$ cat src/source/icache_pkg.sv
package icache_pkg;

    // instruction word
    localparam int data_width     = 32;

    // two ways of 16 sets with 16-byte lines
    localparam int way_num        = 2;
    localparam int words_per_line = 4;
    localparam int set_num        = 16;

    // address split
    localparam int index_width    = 4;
    localparam int offset_width   = 4;
    localparam int tag_width      = 32 - index_width - offset_width;  // 24

    // whole line as it comes back from memory
    localparam int line_width     = words_per_line * data_width;

    // tag array entry with valid in the lsb
    typedef struct packed {
        logic [tag_width-1:0] tag;
        logic                 valid;
    } tagv_t;

endpackage

$ cat src/source/lru_table.sv
`timescale 1ns/1ps

module lru_table
    import icache_pkg::*;
(
    input  logic                   clk,
    input  logic                   reset,
    input  logic                   update,
    input  logic [index_width-1:0] upd_index,
    input  logic                   used_way,
    input  logic [index_width-1:0] look_index,
    output logic                   victim
);

    // one bit per set naming the way to throw out next
    logic [set_num-1:0] lru_bits;

    always_ff @(posedge clk) begin
        if (reset) begin
            lru_bits <= '0;  // way 0 fills first
        end else if (update) begin
            lru_bits[upd_index] <= ~used_way;
        end
    end

    assign victim = lru_bits[look_index];

endmodule

$ cat config.mk
export PLATFORM = sky130hd
export DESIGN_NAME = lru_table
export DESIGN_NICKNAME = d
export VERILOG_FILES = /design/src/source/icache_pkg.sv /design/src/source/lru_table.sv
export SDC_FILE = /design/constraint.sdc
export NUM_CORES = 1
export LEC_CHECK = 0
export ABC_AREA = 1
export ABC_CLOCK_PERIOD_IN_PS = 2770
export BUFFER_PORTS_ARGS = -buffer_cell sky130_fd_sc_hd__clkbuf_2
export CAP_MARGIN = 10
export CORE_UTILIZATION = 40
export DETAILED_ROUTE_END_ITERATION = 12
export GPL_TIMING_DRIVEN = 0
export MAX_ROUTING_LAYER = met4
export SLEW_MARGIN = 5
export SYNTH_ARGS = -nofsm -noshare
export SYNTH_HDL_FRONTEND = slang
export SYNTH_SLANG_ARGS = --single-unit
$ cat constraint.sdc
create_clock -name clk -period 2.77 [get_ports clk]
set_clock_uncertainty 0.2 [all_clocks]
set_input_delay 0.1385 -clock clk [delete_from_list [all_inputs] [get_ports clk]]
set_output_delay 0.1385 -clock clk [all_outputs]
set_load 0.02 [all_outputs]
* Yosys cells after proc, flatten, opt, wreduce, memory -nomap -nowiden
Cells that the tools add are included.
** Storage, ports and cells
- Register bits after elaboration :: 16
- Bits in latches :: 0
- Bits in writable memories :: 0
- Bits in read-only memories :: 0
- Input port bits :: 12
- Output and inout bits :: 1
- Logic and storage cells :: 11
- Memories :: 0
** Cells by class
- Add/subtract/negate cells :: 0
- Multiply operators :: 0
- Divide/modulo/power cells :: 0
- Order comparisons :: 3
- Eq/ne operators :: 0
- Shift operators :: 0
- Multiplexer cells :: 5
- Bitwise operators :: 1
- Reductions and logical operators :: 1
** Operators with widths (count)
- 16-bit bitwise mux :: 1
- 4-bit by 5-bit less-than comparator with 1-bit output, second input constant :: 2
- 1-bit binary-select mux with 4-bit select :: 1
- 1-bit demux with 4-bit select :: 1
- 4-bit by 1-bit >= comparator with 1-bit output, second input constant :: 1
- 1-bit two-way mux :: 2
- 1-bit logical AND :: 1
- 1-bit inverter :: 1

* Depth between registers and ports, before layout
- Depth after elaboration :: 5
- Gate-level depth with buffers :: 8
- Mapped depth without buffers :: 7

* Worst setup path after synthesis
No wires, ideal clock.
- Path type :: in2out
- From :: in look_index[0]
- To :: out victim
- Data arrival time :: 0.824 ns
- Required time :: 2.431 ns
- Slack :: 1.607 ns
- Cell stages on the path :: 7
- Buffers on the path :: 1
- Cell sequence :: buf_4 -> inv_2 -> or2_1 -> nand2_1 -> nand3_1 -> nand3_1 -> nand2_1
** On the way
- Cells in the longest elaborated chain, start to end :: 2
** RTL lines
- start, declared :: RTL line lru_table.sv:11 : input logic [index_width-1:0] look_index,
- 1-bit binary-select mux with 4-bit select :: RTL line lru_table.sv:26 : assign victim = lru_bits[look_index];
- 1-bit two-way mux (not written as such) :: RTL line lru_table.sv:26
- end, declared :: RTL line lru_table.sv:12 : output logic victim
No other way between the ends. The select of a mux whose other input is x is not followed.

* Final worst setup path
- From :: reg lru_bits[3]
- To :: out victim
** On the way
- Cells in the longest elaborated chain, start to end :: 2
** RTL lines
- start, declared :: RTL line lru_table.sv:16 : logic [set_num-1:0] lru_bits;
- start signal, assigned by index :: RTL line lru_table.sv:22 : lru_bits[upd_index] <= ~used_way;
- 1-bit binary-select mux with 4-bit select :: RTL line lru_table.sv:26
- 1-bit two-way mux (not written as such) :: RTL line lru_table.sv:26
No other way between the ends. The select of a mux whose other input is x is not followed.

==> flow_summary.json <==
{
  "outcome": "finished, final reports clean",
  "route.detailed.drc": 0,
  "setup.worst_path.start": "lru_bits[3]",
  "synth.avg_cell_area_um2": 6.25,
  "start_kind": "flip-flop",
  "place_congestion": 0.801,
  "synth_area_um2": 893,
  "r2r_slack_ns": 1.91,
  "total_power_w": 0.000459,
  "grt_max_degree": 11,
  "wl_per_cell_um": 11.7,
  "ys_types": 14,
  "period_share_pct": 57.0,
  "largest_reg_flops": 16,
  "min_period_ns": 1.58,
  "maxSlewHeadroom_pct": 69.7,
  "slowest_stage": "dfxtp_1",
  "synth_top_cells_by_area": "dfxtp_1 (36%), nand3_1 (12%), inv_1 (11%), nand2_1 (11%), a21oi_1 (8.4%)",
  "p_sw_w": 0.000124,
  "path_delay_family": "simple AND/OR/NAND/NOR gates",
  "cts.sinks": 16,
  "dieArea_mm2": 0.00243,
  "crit_buf_inv": 1,
  "root_buffer": "clkbuf_4",
  "rr_worst_depth": 2,
  "die_y_um": 49.3,
  "worst_ir_drop_vdd_mv": 0.296,
  "utilization_pct": 50.6,
  "cp.arrival_ns": 1.24,
  "pwr-share-clk_pct": 34.2,
  "r2r-start": "lru_bits[13]",
  "rsz0062_at_grt": "false",
  "hpwlAfterDp_mm": 1.67,
  "fin_ws_ns": 1.19,
  "worst-path-max-fanout": 2,
  "grt-ovfl-total": 0,
  "largest_registers": "lru_bits: 16 flops",
  "grt_pass1_wl_mm": 3.68,
  "crit_end": "victim",
  "hold_viol": 0,
  "area_delta_synth_final_pct": 14.6,
  "firstDrtPassIters": 4,
  "core_mm2": 0.00202,
  "cpPeakStageDelay_ns": 0.32,
  "drtAntennaViolNets": 0,
  "drt_wl_total_mm": 2.16,
  "syn-instance-count": 143,
  "cp.depth": 6,
  "cap_violations": 0,
  "comb_power_share_pct": 14.7,
  "ys_ff_latch": 16,
  "max_freq_mhz": 633,
  "clock_latency_ns": 0.29,
  "path_cells": "or2_1 > nand2_1 > nand3_1 > nand3_1 > nand2_1 > clkbuf_2",
  "p_int_w": 0.000335,
  "yosysSeqAreaShare_pct": 35.9,
  "yosysWarnings": 0,
  "tightestPinTransition_ns": 0.453,
  "clk_path_buf_depth": 2,
  "switching_share_pct": 27.0,
  "grt.total_usage_pct": 20.6,
  "dieWidth_um": 49.3,
  "tns_ns": 0,
  "vias_per_cell": 5.13,
  "clk_pin_slew_ns": 0.10,
  "hold_class": "input port to flip-flop",
  "start_util_pct": 44.2,
  "finalSetupViolCount": 0,
  "whs_ns": 0.00881,
  "ioPinCount": 13,
  "numCtsBuffers": 3,
  "grt_antenna_before_repair": 0,
  "vias": 949,
  "drv_slew": 0,
  "powerDensity_mw_per_mm2": 448,
  "grt_pass1_vias": 806,
  "drt_iter0_drc": 22,
  "rows": 16,
  "r2r_end": "lru_bits[13]",
  "nets": 171,
  "synth_top_area_share_pct": 35.9,
  "crit_path_end_kind": "output pin",
  "drive_gt1_share_pct": 12.0,
  "synth_top_area_cell": "dfxtp_1",
  "io_buffer_count": 10,
  "crit_type": "flip-flop to output pin",
  "htreeDepth": 1,
  "cts_tree": "built",
  "worstPathRequired_ns": 2.43,
  "top_register": "lru_bits",
  "seqPwrFrac_pct": 51.1,
  "dp_slack_ns": 1.42,
  "nFillCells": 226,
  "diodes": 0,
  "syn_nets": 155,
  "leakage_nw": 0.456
}
## synth_stat cells
cell      count
nand2_1      27
or2_1         1
inv_2         1
nand4_1       8
a211oi_1      1
a21oi_1      15
buf_4         1
nand3_1      21
inv_1        27
clkbuf_1      1
buf_2         3
nor2_1        7
dfxtp_1      16
o21ai_0      14
## metrics by stage
stage | instances | cell area (um2)
4_1_cts | 185 | 1020
3_3_place_gp | 180 | 977
6_report | 185 | 1020
2_1_floorplan | 143 | 893
5_1_grt | 185 | 1020
3_5_place_dp | 180 | 977
## repair_timing
| action | in CTS | in global routing |
|---|---|---|
| resized for setup | 0 | 0 |
| hold buffers | 1 | 0 |
| setup buffers | 0 | 0 |
| hold endpoints to repair | 5 | 0 |
## power groups by stage
| stage | Sequential, W | Combinational [W] | Clock, W |
|---|---|---|---|
| after detailed placement | 0.000240 | 0.0000654 | 0 |
| after global placement | 0.000240 | 0.0000641 | 0 |
| after global routing | 0.000235 | 0.0000762 | 0.000175 |
| after floorplan | 0.000239 | 0.0000440 | 0 |
| final | 0.000234 | 0.0000675 | 0.000157 |
| after CTS | 0.000235 | 0.0000667 | 0.000162 |
## logic make-up after synthesis
| family | after synthesis | share of synthesized area (%) |
|---|---|---|
| simple gates | 64 | 32.4 |
| buf+inv | 33 | 14.7 |
| compound gates | 30 | 17.1 |
| flops | 16 | 35.9 |
## metal layers
layer	global-route usage (%)	vias up	wire, um
met3	4.05	5	118
li1	-	498	-
met5	-	-	0
met4	8.82	0	42
met1	28.7	415	1090
met2	28.5	31	910
## cell usage in the layout, fill, tap and decap left out, drive strengths merged
cell	instances
nand4	8
a21oi	15
nand3	21
nor2	7
dfxtp	16
inv	28
buf	4
a211oi	1
o21ai	14
nand2	27
dlygate4sd3	1
or2	1
clkbuf	15
## worst min-delay path, stage by stage
cell and delay, ns:
clkbuf_2 0.08, inv_1 0.08, nand4_1 0.10, a21oi_1 0.06
## worst min-delay path by stage
stage,from,end,slack (ns),cells past startpoint
2_1_floorplan,upd_index[3],lru_bits[4],0.17,3
3_3_place_gp,lru_bits[0],lru_bits[0],0.26,2
3_5_place_dp,lru_bits[0],lru_bits[0],0.26,2
4_1_cts,upd_index[3],lru_bits[4],0.004,4
5_1_grt,used_way,lru_bits[4],0.006,4
6_report,used_way,lru_bits[4],0.009,4
## final cells by class
type,count,area [um2],area share [%]
plain buffers,5,26.3,2.57
clock buffers,4,36.3,3.55
inverters,28,105,10.3
multi-input cells,94,442,43.2
flip-flops and latches,16,320,31.3
well taps,27,33.8,3.30
repair buffers,11,60.1,5.87
Power figures use the tool's default switching activity.
