<file path="config.mk">
export PLATFORM = sky130hd
export DESIGN_NAME = refill_ctrl
export DESIGN_NICKNAME = d
export VERILOG_FILES = /design/src/source/icache_pkg.sv /design/src/source/refill_ctrl.sv
export SDC_FILE = /design/constraint.sdc
export NUM_CORES = 1
export LEC_CHECK = 0
export BUFFER_PORTS_ARGS = -buffer_cell sky130_fd_sc_hd__buf_4
export CAP_MARGIN = 15
export CORE_MARGIN = 4
export CORE_UTILIZATION = 30
export DETAILED_ROUTE_END_ITERATION = 10
export PLACE_DENSITY = 0.54
export RECOVER_POWER = 50
export SLEW_MARGIN = 20
export SYNTH_ARGS = -nofsm -noshare
export SYNTH_HDL_FRONTEND = slang
export SYNTH_SLANG_ARGS = --single-unit
</file>
<file path="constraint.sdc">
create_clock -name clk -period 2.1 [get_ports clk]
set_input_delay 0.42 -clock clk [delete_from_list [all_inputs] [get_ports clk]]
set_output_delay 0.42 -clock clk [all_outputs]
set_load 0.01 [all_outputs]
</file>
<file path="src/source/icache_pkg.sv">
package icache_pkg;

    // instruction word
    localparam int data_width     = 32;

    // two ways of 16 sets with 16-byte lines
    localparam int way_num        = 2;
    localparam int words_per_line = 4;
    localparam int set_num        = 16;

    // address split
    localparam int index_width    = 4;
    localparam int offset_width   = 4;
    localparam int tag_width      = 32 - index_width - offset_width;  // 24

    // whole line as it comes back from memory
    localparam int line_width     = words_per_line * data_width;

    // tag array entry with valid in the lsb
    typedef struct packed {
        logic [tag_width-1:0] tag;
        logic                 valid;
    } tagv_t;

endpackage

</file>
<file path="src/source/refill_ctrl.sv">
`timescale 1ns/1ps

module refill_ctrl
    import icache_pkg::*;
(
    input  logic                   clk,
    input  logic                   reset,
    input  logic                   lookup_miss,
    input  logic                   rd_rdy,
    input  logic                   ret_valid,
    output logic                   rd_req,
    output logic                   refill_we,
    output logic                   refilling,
    output logic                   reread,
    output logic                   clearing,
    output logic [index_width-1:0] clear_index
);

    typedef enum logic [1:0] {
        lookup_s = 2'd0,
        miss_s   = 2'd1,
        refill_s = 2'd2,
        done_s   = 2'd3
    } state_t;

    state_t state;
    state_t next_state;

    // valid sweep after reset at one set per cycle
    always_ff @(posedge clk) begin
        if (reset) begin
            clearing    <= 1'b1;
            clear_index <= '0;
        end else if (clearing) begin
            clear_index <= clear_index + 1'b1;
            if (clear_index == index_width'(set_num - 1)) begin
                clearing <= 1'b0;
            end
        end
    end

    always_ff @(posedge clk) begin
        if (reset) begin
            state <= lookup_s;
        end else begin
            state <= next_state;
        end
    end

    always_comb begin
        next_state = state;
        case (state)
            lookup_s: if (lookup_miss && !clearing) next_state = miss_s;
            miss_s:   if (rd_rdy) next_state = refill_s;
            refill_s: if (ret_valid) next_state = done_s;
            done_s:   next_state = lookup_s;   // arrays re-read the new line
            default:  next_state = lookup_s;
        endcase
    end

    assign rd_req    = (state == miss_s);
    assign refilling = (state == refill_s);
    assign refill_we = refilling && ret_valid;
    assign reread    = (state == done_s);

    // memory answers only an outstanding request
    a_rdy_needs_req: assert property (
        @(posedge clk) disable iff (reset)
        rd_rdy |-> rd_req
    ) else $error("refill_ctrl: rd_rdy without rd_req");

    // every return pulse lands as one line write
    a_ret_writes_line: assert property (
        @(posedge clk) disable iff (reset)
        ret_valid |-> refill_we
    ) else $error("refill_ctrl: ret_valid outside refill");

endmodule

</file>
Word-level counts from Yosys, hierarchy flattened --
Cells that the tools add are included.
Cells by class: add/subtract/negate cells 1, equality and inequality tests 7, mux-type cells 6, reductions and logical operators 5
Operators by type and width (count):
- one-hot mux 2 bit (4 select lines) | 1
- two-way mux 2 bit | 3
- inequality test 2 bit, second input constant | 3
- adder 4 x 1 -> 4 bit, second input constant | 1
- == test 2 bit, second input constant | 2
- == test 4 bit, second input constant | 1
- AND reduction 3 bit | 1
- == test 2 x 1 -> 1 bit, second input constant | 1
- logical AND 1 bit | 2
- logical NOT 2 bit | 1
- two-way mux 1 bit | 2
- logical NOT 1 bit | 1
Storage, ports and cells: bits in registers 7, input bits 5, output and inout bits 9, word-level logic and storage cells 22

Longest topological paths before layout --
depth in word-level cells 4, gate-level depth with buffers 4, gate-level depth less buffers 4

Least setup slack after synthesis --
OpenSTA, ideal clock, no wires.
path kind register -> register, start register state[0], end register state[0], library setup time 0.072 ns, arrival time 1.364 ns, path slack 0.664 ns, stages on the path, launching flop included 5, path buffers 0, path through dfxtp_1 -> inv_1 -> ha_1 -> a222oi_1 -> mux2i_1
On the way: word-level cells in the longest chain between the ends 3, elaborated cells between the ends (all ways) 9
RTL lines:
- start: declaration | line refill_ctrl.sv:26 | state_t state;
- start signal: assignment | line refill_ctrl.sv:44 | state <= lookup_s;
- start signal: assignment | line refill_ctrl.sv:46 | state <= next_state;
- == test 2 bit (*)
- via refilling | line refill_ctrl.sv:13 | output logic refilling,
- inequality test 2 bit (no line)
- AND reduction 3 bit (no line)
The timed path passes the listed nets; every way through them passes the cells marked *. A chain may end at the register's enable or synchronous reset.

Worst setup path in the final report --
start register state[0], end output refill_we
On the way: word-level cells in the longest chain between the ends 2
RTL lines:
- == test 2 bit | line refill_ctrl.sv:62 | assign refilling = (state == refill_s);
- logical AND 1 bit | line refill_ctrl.sv:63 | assign refill_we = refilling && ret_valid;
- end: declaration | line refill_ctrl.sv:12 | output logic refill_we,
No other way between the ends.

==> reports/metrics.yaml <==
worst_setup_path:
  cpLargestDelayFamily: "flip-flops"
  cp-start-kind: "flip-flop"
  critPathMaxStageDelay_ps: 380
  path_class: "flip-flop to output port"
  required_ps: 1680
  crit_chain: "inv_1, ha_1, and2_1, buf_4"
  critPathArrivalTime_ps: 1270
  crit_path_end_kind: "output port"
  crit_path_top_delay_cell: "dfxtp_1"
  worst-path-max-fanout: 4
  crit_buf_inv: 2
drt:
  vias_per_cell: 4.49
  wl_per_cell_um: 11.5
  drc: 0
  drt_pass1_iterations: 4
  antenna_left: 0
  wl_um: 793
  drt_iter0_drc: 6
  num_vias: 310
finish:
  n_antenna_cell: 0
  layout_common_cells: "10 x buf_4, 7 x dfxtp_1, 6 x ha_1"
  drive_gt1_share_pct: 25.5
  syn2layout_area_growth_pct: 29.1
  fin_area_um2: 510
  final_common_cell: "buf_4"
  nNetsFinal: 67
  nFillCells: 125
clock_network:
  cts_hold_buf: 0
  clkTransAtPathRegs_ps: 50
  postCtsSetupBuffers: 0
  cts_buffers: 3
  clkLatencyLatePin_ps: 250
  htree_levels: 1
  cts_resized: 0
  ctsLongestPathBuffers: 2
  cts_root_buffer: "clkbuf_4"
  cts_tree: "done"
  cts.sinks: 7
timing:
  rsz0062_at_grt: "false"
  setup_tns_ps: 0
  hold_viol_final: 0
  fin_crit_sh_pct: 80.5
  tightest_slew_ps: 513
  fin_hold_ws_ps: 387
  setup_viol: 0
  fin_worst_skew_ps: 1.77
  final_period_minus_worst_setup_slack_ps: 1690
  final_max_slew_viol_count: 0
  fmax_mhz: 592
  max_slew_margin_pct: 65.8
synth:
  syn_area_um2: 395
  syn_inst: 40
  ys_ff_latch: 7
  syn_nets: 51
  synthDistinctLibCells: 18
  ys_seq_area_share_pct: 35.4
  ys_warn_count: 0
  avgSynthCellArea_um2: 9.88
power:
  power.density_mw_per_mm2: 734
  vdd_drop_max_mv: 0.282
  leakagePower_nw: 0.248
global_routing:
  grt_overflow: 0
  grt_pass1_wl_um: 1320
  antenna_found_initial: 0
  track_usage_pct: 9.73
  grt_max_degree: 10
  grt_pass1_vias: 307
placed_design:
  placed_cell_area_um2: 495
  port_buffers: 13
  dpl.hpwl_um: 656
  routabilityCongestion: 0.755
floorplanning:
  die-area_mm2: 0.00196
  fp.dieW_um: 44.3
  row_count: 12
  coreArea_mm2: 0.00117
  die_height_um: 44.3
  start_util_pct: 33.8
  io_pins: 14
min_path:
  hp-class: "input port to flip-flop"
run_status:
  status: "completed"
job:
  drv_cap: 0
[report_power, final]
| part | internal (W) | leakage, nW | total (W) | switching [W] |
|---|---|---|---|---|
| Combinational | 0.0000454 | 0.175 | 0.0000896 | 0.0000441 |
| Clock | 0.0000728 | 0.0150 | 0.000127 | 0.0000538 |
| Sequential | 0.000145 | 0.0571 | 0.000158 | 0.0000134 |
| Total | 0.000263 | 0.248 | 0.000375 | 0.000111 |
[synth_stat cells]
library cell | count | area, um^2
inv_1 | 4 | 15.0
mux2i_1 | 3 | 30.0
nand3_1 | 1 | 5.00
buf_6 | 1 | 11.3
a222oi_1 | 1 | 10.0
xnor2_1 | 1 | 8.76
ha_1 | 6 | 75.1
a21o_1 | 1 | 7.51
nand2b_1 | 3 | 18.8
nor2_1 | 4 | 15.0
and2_1 | 1 | 6.26
o21bai_1 | 1 | 7.51
nand2_1 | 1 | 3.75
nand2b_4 | 1 | 13.8
nand4_1 | 1 | 6.26
dfxtp_1 | 7 | 140
clkbuf_1 | 1 | 3.75
xor2_1 | 2 | 17.5
[metrics by stage]
step                      util [%]  setup slack, ps  std cells  power [W]
final                         43.6              411         69   0.000375
after global placement        42.3              662         65   0.000248
after CTS                     44.6              401         69   0.000383
after floorplan                  -              664         40   0.000218
after global routing          43.6              338         69   0.000398
after detailed placement      42.3              565         65   0.000255
[worst paths after layout]
path                                       startpoint                           to  slack, ps  depth (start not counted)
worst max-delay path            state[0]$_SDFFE_PP0P_                    refill_we        410                          4
worst min-delay path                            reset  clear_index[0]$_SDFFE_PP0P_        390                          2
worst max register to register  state[0]$_SDFFE_PP0P_        state[1]$_SDFFE_PP0P_        560                          4
worst min register to register  state[0]$_SDFFE_PP0P_        state[0]$_SDFFE_PP0P_        510                          2
[cells by family after synthesis]
logic type / count (synthesis) / synth area share [%]
multiplexers: 3 / 7.60
adder cells (fa/ha/maj): 6 / 19.0
AO/OA/AOI/OAI: 3 / 6.33
XOR/XNOR: 3 / 6.65
buffers and inverters: 6 / 7.59
AND/OR/NAND/NOR: 12 / 17.4
flip-flops: 7 / 35.4
[flip-flops by register name (all words and copies together) (netlist names)]
name / count
clear_index: 4
state: 2
clearing: 1
[metal layers]
metal / GRT usage (%) / part of all wire, % / vias up
li1: - / - / 158
met1: 12.6 / 48 / 134
met2: 11.3 / 39 / 15
met3: 4.47 / 8.8 / 3
met4: 9.04 / 3.5 / 0
met5: 0 / 0 / -
[layout make-up]
cell class	count	area, um^2	area share, %
Timing Repair Buffer	13	86.3	16.9
Multi-Input combinational cell	27	225	44.1
Clock buffer	4	26.3	5.15
Sequential cell	7	140	27.5
Tap cell	14	17.5	3.43
Inverter	4	15.0	2.94
Power figures use the tool's default switching activity.
