<file path="src/source/icache_pkg.sv">
package icache_pkg;

    // instruction word
    localparam int data_width     = 32;

    // two ways of 16 sets with 16-byte lines
    localparam int way_num        = 2;
    localparam int words_per_line = 4;
    localparam int set_num        = 16;

    // address split
    localparam int index_width    = 4;
    localparam int offset_width   = 4;
    localparam int tag_width      = 32 - index_width - offset_width;  // 24

    // whole line as it comes back from memory
    localparam int line_width     = words_per_line * data_width;

    // tag array entry with valid in the lsb
    typedef struct packed {
        logic [tag_width-1:0] tag;
        logic                 valid;
    } tagv_t;

endpackage

</file>
<file path="src/source/set_ram.sv">
`timescale 1ns/1ps

module set_ram
    import icache_pkg::*;
#(
    parameter type payload_t = logic
) (
    input  logic                   clk,
    input  logic                   reset,
    input  logic                   we,
    input  logic [index_width-1:0] addr,
    input  payload_t               wdata,
    output payload_t               rdata
);

    payload_t mem [set_num];

    always_ff @(posedge clk) begin
        if (we) begin
            mem[addr] <= wdata;
        end
    end

    // read every cycle, new data wins on a write
    always_ff @(posedge clk) begin
        if (reset) begin
            rdata <= '0;
        end else if (we) begin
            rdata <= wdata;
        end else begin
            rdata <= mem[addr];
        end
    end

    a_we_stable_on_x_addr: assert property (
        @(posedge clk) disable iff (reset)
        $isunknown(addr) |-> $stable(we)
    ) else $error("set_ram: write enable moved while addr unknown");

endmodule

</file>
<file path="config.mk">
export PLATFORM = sky130hd
export DESIGN_NAME = set_ram
export DESIGN_NICKNAME = d
export VERILOG_FILES = /design/src/source/icache_pkg.sv /design/src/source/set_ram.sv
export SDC_FILE = /design/constraint.sdc
export NUM_CORES = 1
export LEC_CHECK = 0
export ABC_AREA = 0
export BUFFER_PORTS_ARGS = -buffer_cell sky130_fd_sc_hd__buf_2
export CORE_ASPECT_RATIO = 1.5
export CORE_MARGIN = 2
export CORE_UTILIZATION = 38
export DETAILED_ROUTE_END_ITERATION = 10
export GPL_ROUTABILITY_DRIVEN = 1
export GPL_TIMING_DRIVEN = 1
export PLACE_DENSITY = 0.56
export SETUP_SLACK_MARGIN = 0.05
export SLEW_MARGIN = 40
export SYNTH_ARGS = -nofsm -noshare
export SYNTH_HDL_FRONTEND = slang
export SYNTH_SLANG_ARGS = --single-unit
</file>
<file path="constraint.sdc">
create_clock -name clk -period 1.5 [get_ports clk]
set_input_delay 0.45 -clock clk [delete_from_list [all_inputs] [get_ports clk]]
set_output_delay 0.45 -clock clk [all_outputs]
set_load 0.02 [all_outputs]
</file>
# == After elaboration in Yosys (flattened, before gate mapping) ==
# Memories as Yosys holds them, arrays and structs flattened. A register that Yosys moved wholly into a read port is not among the register bits.
# Cells that the tools add are included.
# op_classes
n_mux,2
# ops
operator,n
two-way mux 1 bit,2
# totals
reg_bits,0
ramBits,16
in_bits,8
output_inout_bits,1
word_cells,3
memories,1
# memory_table
name,words,width,rd,rd_clocked_by_memory_dff,wr,line_no,rtl
mem,16,1,1,1,1,set_ram.sv:16,payload_t mem [set_num];

# == Longest topological paths before layout ==
# Gate-level depths: netlist of run 1.
# logic_depth
depth_word,2
depth_mapped,5
ltp_nobuf,4

# == Worst setup path before layout of run 1 ==
# No wires, ideal clock.
# synth_timing
path_type,input-to-reg
from,in addr[0]
to,reg rdata (read register of mem)
setup_time_ns,0.136
arrival_ns,1.336
required_time_ns,1.364
slack_ns,0.027
path_stages,3
n_path_buf,0
cell_sequence,mux4_2 a2111oi_2 a221oi_2
# synth_rtl
item,line_no,rtl
start: declaration,set_ram.sv:11,"input logic [index_width-1:0] addr,"
end: declaration,set_ram.sv:13,output payload_t rdata

==> impl_metrics.tcl, run 1 <==
set metrics [dict create \
    worstSkewPairLatency_ns 0.29 \
    finalSetupTns_ns 0 \
    cts_setup_buffers 0 \
    fin_area_sq_um 978 \
    dpl_cell_area_sq_um 952 \
    ir_drop_mv 0.422 \
    worst_clock_skew_ns 0.00375 \
    fmax_ghz 0.723 \
    synth-xor-area-share 0 \
    average_wire_length_per_cell_after_detail_routing_um 15.1 \
    grt_pass1_vias 579 \
    p_per_area_nw_per_um2 906 \
    drtAntennaViolNets 0 \
    num-nets-final 87 \
    clock_tree_root_driver_cell "sky130_fd_sc_hd__clkbuf_4" \
    run_status "finished, final reports clean" \
    worstRegToRegCells 3 \
    cts.clk_slew.worst_paths_ns 0.10 \
    routed_vias 523 \
    cells_along_the_critical_path "mux4_2 > a2111oi_4 > a221oi_2" \
    power.static_leakage_nw 0.349 \
    layout_commonest_cell "sky130_fd_sc_hd__edfxtp_1" \
    placement_rows 20 \
    cp_slowest_cell "sky130_fd_sc_hd__mux4_2" \
    cts_num_sinks 17 \
    cts_tree "yes" \
    insertedDiodeCount 0 \
    initial_utilization 0.405 \
    timing.critical_path.fanout_max 1 \
    relative_slew_slack 0.760 \
    vias_per_cell 5.23 \
    timing.rr.end "rdata$_SDFF_PP0_" \
    wl_um 1510 \
    critical_path_cell_count 3 \
    number_of_antenna_violations_at_the_first_check_in_global_routing 0 \
    chipHeight_um 60.9 \
    critical_path_buf_inv_count 0 \
    cts_max_level 1 \
    die_outline_area_sq_um 2560 \
    synth_area_per_inst_sq_um 13.7 \
    drt_drc_violations_left 0 \
    synth_warnings 0 \
    grt_first_pass_wirelength_um 2530 \
    worstReg2RegStart "mem[9]$_DFFE_PP_" \
    grt_max_degree 10 \
    min-delay-path-class "in2reg" \
    floorplan.core_area_sq_um 2030 \
    multiplexer_fraction_of_the_synthesized_cell_area 0.104 \
    cts_hold_repair.buffers 0 \
    port_buffers 8 \
    rsz0062_at_grt "true" \
    holdCritStartpoint "reset" \
    ys_ff_latch 17 \
    drv_slew 0 \
    arrival_ns 1.56 \
    worstSetupStartpointType "flop" \
    maxCapViolCount 0 \
    design_power_total_mw 0.886 \
    synth_simple_gate_area_frac 0.184 \
    synth.lib_cells_used.distinct 22 \
    synth_fa_ha_area_frac 0 \
    worstSetupEndpoint "rdata$_SDFF_PP0_" \
    post_synth_instance_area_sq_um 821 \
    postSynthCellCount 60 \
    timing.critical_path.to_type "flop" \
    compound_gate_fraction_of_synth_area 0.0549 \
    worst_path_dominant_cell_family "multiplexers" \
    worstSetupStartpoint "mem[9]$_DFFE_PP_" \
    syn_to_final_growth_pct 19.2 \
    gp_congestion 0.688 \
    cts_buffers 3 \
    synth_top_family_by_area "simple AND/OR/NAND/NOR gates" \
    setup_violations 0 \
    finalCritPeriodShare 0.922 \
    critPathKind "reg2reg" \
    shortest_clock_period_the_worst_path_allows_after_layout_ns 1.38 \
    postSynthNetCount 68 \
    pre_antenna_drt_iters 4 \
    floorplan.die.width_um 41.9 \
    regToRegSetupSlack_ns 0.12 \
    final_layout_size_suffix_gt1_frac 0.372 \
    first_iter_violations 6 \
    hold_vio_cnt_final 0 \
    most-common-layout-cells "16 x sky130_fd_sc_hd__edfxtp_1, 13 x sky130_fd_sc_hd__nor2_1, 10 x sky130_fd_sc_hd__buf_4" \
    worst_ep_required_time_ns 1.67 \
    grt.total_usage 0.141 \
    worstMarginPinSlew_ns 0.358 \
    global_route.overflow_total 0 \
    cts-root-to-sink-buffers 2 \
    num_io_pins 9 \
    layout.cells.non_filler 100 \
    dpl.cell_count 96 \
    detailed_placement_wirelength_estimate_um 1130 \
    final.hold.worst_slack_ns 0.312 \
    cts_resized 0 \
    stage_delay_of_the_slowest_cell_on_the_critical_path_ns 0.51 \
    synth_sequential_area_ratio 0.610 \
]
per-layer routing:
metal	share of wire	routed length (um)	vias to the layer above	track usage
met5	0	0	-	0
met4	0.011	17	0	0.0829
met3	0.023	34	4	0.0208
met2	0.54	817	6	0.257
met1	0.42	637	253	0.157
li1	-	-	260	-
how the worst min path moves through the flow:
stage | end | slack [ns] | depth (start not counted)
floorplan | rdata$_SDFF_PP0_ | 0.52 | 1
global placement | rdata$_SDFF_PP0_ | 0.62 | 2
detailed placement | rdata$_SDFF_PP0_ | 0.62 | 2
CTS | rdata$_SDFF_PP0_ | 0.30 | 2
global route | rdata$_SDFF_PP0_ | 0.31 | 2
finish | rdata$_SDFF_PP0_ | 0.31 | 2
synthesized netlist by cell type, drive strengths merged:
cell type / number / area [sq um]
a2bb2oi: 1 / 15.0
nand3b: 2 / 15.0
nor2: 13 / 48.8
nand2: 1 / 3.75
nor3b: 1 / 7.51
or3b: 1 / 8.76
a221oi: 1 / 15.0
or2b: 1 / 11.3
nand3: 3 / 15.0
nor4b: 1 / 8.76
nor3: 4 / 20.0
mux4: 2 / 45.0
edfxtp: 16 / 480
inv: 1 / 3.75
mux2i: 4 / 40.0
buf: 4 / 35.0
dfxtp: 1 / 20.0
a2111oi: 1 / 15.0
nor2b: 1 / 6.26
nand2b: 1 / 6.26
cell families after synthesis:
logic type      Yosys count
compound gates            3
buf+inv                   5
flops                    17
mux                       6
simple gates             29
final cells by class:
cell class	instances	area [sq um]
Multi-Input combinational cell	38	305
Inverter	1	3.75
Timing Repair Buffer	18	115
Tap cell	22	27.5
Clock buffer	4	26.3
Fill cell	183	1050
Sequential cell	17	500
sequential cells by signal, indices dropped and copies added, names as in the netlist:
signal  flops
mem        16
rdata       1
power breakdown:
group | internal, mW | total, mW | switching (mW)
registers | 0.529 | 0.531 | 0.00231
logic | 0.0551 | 0.115 | 0.0598
clock network | 0.103 | 0.240 | 0.137
stage by stage:
stage	utilization	worst slack [ns]
after floorplan	-	0.0387
after global placement	0.470	-0.114
after detailed placement	0.470	-0.108
after CTS	0.483	0.106
after global routing	0.483	0.0406
final	0.483	0.117
Note: power is estimated with default switching activity, not from simulation.
==> run 2: changes to the inputs <==
PLACE_DENSITY = 0.54   (was 0.56)
clock period = 1.7 ns   (was 1.5 ns; I/O delays follow)
==> run 2 against run 1 <==
Global-route usage shrank 1.2 points; cell count shrank 4.0%; wire length shrank 1.1%; combinational power shrank 23%; worst hold slack gained 0.058 ns; register-to-register slack gained 0.17 ns; first-iteration DRC count grew to 3.0 times the previous value; sequential power shrank 12%; via count shrank 1.3%; critical path type unchanged; largest power group unchanged.
==> impl_metrics.tcl, run 2 (same netlist as run 1, synthesis figures left out) <==
set metrics [dict create \
    initial_utilization 0.405 \
    worstMarginPinSlew_ns 0.392 \
    grt.total_usage 0.129 \
    p_per_area_nw_per_um2 840 \
    finish.utilization 0.456 \
    holdPathStages 2 \
    arrival_ns 1.58 \
    cts-root-to-sink-buffers 2 \
    largest_registers "mem (16), rdata (1)" \
    cts.clk_slew.worst_paths_ns 0.09 \
    shortest_clock_period_the_worst_path_allows_after_layout_ns 1.41 \
    hold_vio_cnt_final 0 \
    cts_max_level 1 \
    die_outline_area_sq_um 2560 \
    num-nets-final 83 \
    routed_vias 516 \
    cts_tree "yes" \
    grt_pass1_vias 505 \
    fin_ws_ns 0.292 \
    grt_max_degree 18 \
    clock_tree_root_driver_cell "sky130_fd_sc_hd__clkbuf_4" \
    floorplan.die.width_um 41.9 \
    run_status "finished, final reports clean" \
    most-common-layout-cells "16 x sky130_fd_sc_hd__edfxtp_1, 13 x sky130_fd_sc_hd__nor2_1, 8 x sky130_fd_sc_hd__buf_2" \
    maxCapViolCount 0 \
    drtAntennaViolNets 0 \
    worst_path_dominant_cell_family "multiplexers" \
    detailed_placement_wirelength_estimate_um 1030 \
    multiInputGateArea_sq_um 282 \
    vias_per_cell 5.38 \
    worstRegToRegCells 3 \
    insertedDiodeCount 0 \
    finalSetupTns_ns 0 \
    average_wire_length_per_cell_after_detail_routing_um 15.5 \
    final_layout_size_suffix_gt1_frac 0.311 \
    num_io_pins 9 \
    most_flop_heavy_register "mem" \
    drv_slew 0 \
    port_buffers 8 \
    gp_congestion 0.705 \
    rsz0062_at_grt "false" \
    worstSetupStartpointType "flop" \
    setup_violations 0 \
    stage_delay_of_the_slowest_cell_on_the_critical_path_ns 0.49 \
    design_power_total_mw 0.777 \
    worst_clock_skew_ns 0.00348 \
    power.static_leakage_nw 0.325 \
    wl_um 1490 \
    cts_setup_buffers 0 \
    worst_ep_required_time_ns 1.87 \
    global_route.overflow_total 0 \
    timing.critical_path.to_type "flop" \
    register_area_sq_um 500 \
    first_iter_violations 18 \
    fmax_ghz 0.710 \
    chipHeight_um 60.9 \
    critical_path_cell_count 3 \
    placement.setup.worst_slack_ns -0.0153 \
    cts_num_sinks 17 \
    cts_hold_repair.buffers 0 \
    placement_rows 20 \
    fillCellCount 183 \
    critPathKind "reg2reg" \
    cts_resized 0 \
    cells_along_the_critical_path "mux4_2 > a2111oi_2 > a221oi_2" \
    critical_path_buf_inv_count 0 \
    timing.critical_path.fanout_max 1 \
    ir_drop_mv 0.471 \
    finalCritPeriodShare 0.828 \
    cts_buffers 3 \
    floorplan.core_area_sq_um 2030 \
    pre_antenna_drt_iters 4 \
    cp_slowest_cell "sky130_fd_sc_hd__mux4_2" \
    number_of_antenna_violations_at_the_first_check_in_global_routing 0 \
    syn_to_final_growth_pct 12.7 \
    min-delay-path-class "in2reg" \
    worstSkewPairLatency_ns 0.29 \
    relative_slew_slack 0.735 \
    grt_first_pass_wirelength_um 2300 \
    drt_drc_violations_left 0 \
    max_reg_flops 16 \
    layout_commonest_cell "sky130_fd_sc_hd__edfxtp_1" \
]
-- run 2: worst paths after layout --
check | start | to | slack (ns)
min reg2reg | mem[7]$_DFFE_PP_ | rdata$_SDFF_PP0_ | 0.81
max | mem[9]$_DFFE_PP_ | rdata$_SDFF_PP0_ | 0.29
max reg2reg | mem[9]$_DFFE_PP_ | rdata$_SDFF_PP0_ | 0.29
min | reset | rdata$_SDFF_PP0_ | 0.37
-- run 2: power breakdown --
group          internal, mW  leakage, nW  total [mW]  switching, mW
registers             0.467        0.153       0.469        0.00193
logic                0.0404        0.157      0.0890         0.0486
clock network        0.0913       0.0150       0.219          0.128
total                 0.598        0.325       0.777          0.178
-- run 2: cell type report --
class | instances | area share
Sequential cell | 17 | 0.541
Timing Repair Buffer | 14 | 0.0920
Inverter | 1 | 0.00406
Multi-Input combinational cell | 38 | 0.304
Tap cell | 22 | 0.0298
Clock buffer | 4 | 0.0284
-- run 2: layer usage --
metal,track usage,vias up,part of all wire
met5,0,-,0
met4,0.0968,0,0.030
met3,0.0208,5,0.021
met2,0.232,7,0.52
met1,0.136,253,0.43
li1,-,251,-
-- run 2: stage by stage --
step / std cells / hold slack, ns / cell area, sq um
global placement: 92 / 0.676 / 898
CTS: 96 / 0.372 / 925
global route: 96 / 0.366 / 925
detailed placement: 92 / 0.681 / 898
finish: 96 / 0.370 / 925
floorplan: 60 / 0.576 / 821
==> run 3: changes to the inputs <==
ABC_AREA = 1   (was 0)
clock period = 1.4 ns   (was 1.7 ns; I/O delays follow)
==> run 3 against run 2 <==
Design area is 3.8% lower; worst hold slack improved by 0.011 ns; critical path type is now reg2out; via count increased by 20%; core utilization down 1.7 points; count of clock-buffer cells in the layout did not move; clock skew fell by 0.00056 ns; sequential power rose by 22%.
==> impl_metrics.tcl, run 3 <==
set metrics [dict create \
    run_status "finished, final reports clean" \
    clock_tree_root_driver_cell "sky130_fd_sc_hd__clkbuf_4" \
    vias_per_cell 4.96 \
    postSynthNetCount 101 \
    cts_resized 0 \
    synth_enable_flop_cells 16 \
    cells_along_the_critical_path "buf_2" \
    design_power_total_mw 0.917 \
    syn_to_final_growth_pct 8.72 \
    timing.critical_path.fanout_max 1 \
    dpl_cell_area_sq_um 863 \
    most_flop_heavy_register "mem" \
    most-common-layout-cells "33 x sky130_fd_sc_hd__nand2_1, 21 x sky130_fd_sc_hd__nor2_1, 16 x sky130_fd_sc_hd__edfxtp_1" \
    worstSkewPairLatency_ns 0.28 \
    post_synth_instance_area_sq_um 818 \
    grt_first_pass_wirelength_um 2670 \
    max_reg_flops 16 \
    floorplan.core_area_sq_um 2030 \
    maxCapViolCount 0 \
    drt_drc_violations_left 0 \
    synth_area_leader_cell "sky130_fd_sc_hd__edfxtp_1" \
    num_io_pins 9 \
    initial_utilization 0.404 \
    worst_clock_skew_ns 0.00292 \
    grt_max_degree 18 \
    power.static_leakage_nw 0.380 \
    drv_slew 0 \
    ys_ff_latch 17 \
    cts_setup_buffers 0 \
    finalCritPeriodShare 0.829 \
    layout_commonest_cell "sky130_fd_sc_hd__nand2_1" \
    insertedDiodeCount 0 \
    die_outline_area_sq_um 2550 \
    finalSetupTns_ns 0 \
    average_wire_length_per_cell_after_detail_routing_um 12.1 \
    stage_delay_of_the_slowest_cell_on_the_critical_path_ns 0.31 \
    final.hold.worst_slack_ns 0.381 \
    synth_warnings 0 \
    num-nets-final 112 \
    pre_antenna_drt_iters 4 \
    fin_area_sq_um 890 \
    fin_ws_ns 0.239 \
    yosys.cell_count.top_type "sky130_fd_sc_hd__nand2_1" \
    cts_tree "yes" \
    ys.flop_type "sky130_fd_sc_hd__edfxtp_1" \
    largest_registers "mem (16), rdata (1)" \
    detailed_placement_wirelength_estimate_um 1180 \
    gp_congestion 0.818 \
    layout.cells.non_filler 125 \
    synthTopCellsByArea "sky130_fd_sc_hd__edfxtp_1 59%, sky130_fd_sc_hd__nand2_1 15%, sky130_fd_sc_hd__nor2_1 9.6%" \
    setup_violations 0 \
    placement_rows 20 \
    synth.top_cell.area_share 0.587 \
    multiInputGateArea_sq_um 262 \
    number_of_antenna_violations_at_the_first_check_in_global_routing 0 \
    synth_sequential_area_ratio 0.612 \
    ys_async_sr_fraction 0 \
    placement.setup.worst_slack_ns 0.0359 \
    chipHeight_um 60.8 \
    worstMarginPinSlew_ns 0.256 \
    worst_path_dominant_cell_family "flip-flops" \
    cts-root-to-sink-buffers 2 \
    synth_commonest_cells "33 x sky130_fd_sc_hd__nand2_1, 21 x sky130_fd_sc_hd__nor2_1, 16 x sky130_fd_sc_hd__edfxtp_1" \
    dpl.cell_count 121 \
    critPathKind "reg2out" \
    floorplan.die.width_um 41.9 \
    cts_num_sinks 17 \
    wl_um 1520 \
    port_buffers 8 \
    hold_vio_cnt_final 0 \
    shortest_clock_period_the_worst_path_allows_after_layout_ns 1.16 \
    synth.lib_cells_used.distinct 10 \
    cp_slowest_cell "sky130_fd_sc_hd__dfxtp_1" \
    ir_drop_mv 0.560 \
    rsz0062_at_grt "false" \
    worst_ep_required_time_ns 0.98 \
    final_layout_size_suffix_gt1_frac 0.126 \
    cts_hold_repair.buffers 0 \
    register_area_sq_um 500 \
    cts_max_level 1 \
    relative_slew_slack 0.829 \
    min-delay-path-class "in2reg" \
    cts_buffers 3 \
    fmax_ghz 0.861 \
    p_per_area_nw_per_um2 1030 \
    postSynthCellCount 93 \
    arrival_ns 0.74 \
    cts.clk_slew.worst_paths_ns 0.09 \
    routed_vias 620 \
    synth_area_per_inst_sq_um 8.80 \
    grt.total_usage 0.146 \
    drtAntennaViolNets 0 \
    global_route.overflow_total 0 \
    critical_path_buf_inv_count 1 \
    worstSetupStartpointType "flop" \
    first_iter_violations 12 \
    grt_pass1_vias 604 \
    fillCellCount 209 \
    timing.critical_path.to_type "output pin" \
    finish.utilization 0.439 \
]
run 3: cell count changes after synthesis, sizes merged, moves of 2 or more:
cell    previous run  this run
nand3              3         9
nand3b             2         0
mux4               2         0
inv                1         9
mux2i              4         0
nor3               4         0
nor2              13        21
nand2              1        33
buf                4         2
run 3: area by class of cell:
class / instances / area share
clock buffers: 4 / 0.0295
inverters: 9 / 0.0380
multi-input cells: 65 / 0.294
flip-flops and latches: 17 / 0.563
well taps: 22 / 0.0309
repair buffers: 8 / 0.0450
run 3: path summary, 6_finish.rpt:
kind | from | to | slack [ns] | depth (start not counted)
setup / recovery | rdata$_SDFF_PP0_ | rdata | 0.24 | 1
hold / removal | reset | rdata$_SDFF_PP0_ | 0.38 | 3
setup reg to reg | mem[4]$_DFFE_PP_ | rdata$_SDFF_PP0_ | 0.40 | 8
hold reg to reg | mem[8]$_DFFE_PP_ | rdata$_SDFF_PP0_ | 0.73 | 6
run 3: cell families (layout without fill, tap and decap cells):
| logic type | after synthesis | in the layout | share of synthesized area |
|---|---|---|---|
| and+or+nand+nor | 64 | 64 | 0.310 |
| DFF | 17 | 17 | 0.612 |
| AOI/OAI and AO/OA | 1 | 1 | 0.00918 |
| buffers and inverters | 11 | 21 | 0.0688 |
run 3: routing by layer:
metal / track usage / share of wire / vias up
met5: 0 / 0 / -
met4: 0.0968 / 0.013 / 0
met3: 0.0179 / 0.031 / 2
met2: 0.257 / 0.54 / 12
met1: 0.169 / 0.42 / 290
li1: - / - / 316
run 3: power by group:
group | total (mW) | switching [mW] | internal [mW]
clock | 0.255 | 0.144 | 0.111
sequential | 0.570 | 0.00305 | 0.567
combinational | 0.0922 | 0.0640 | 0.0281
total | 0.917 | 0.211 | 0.706
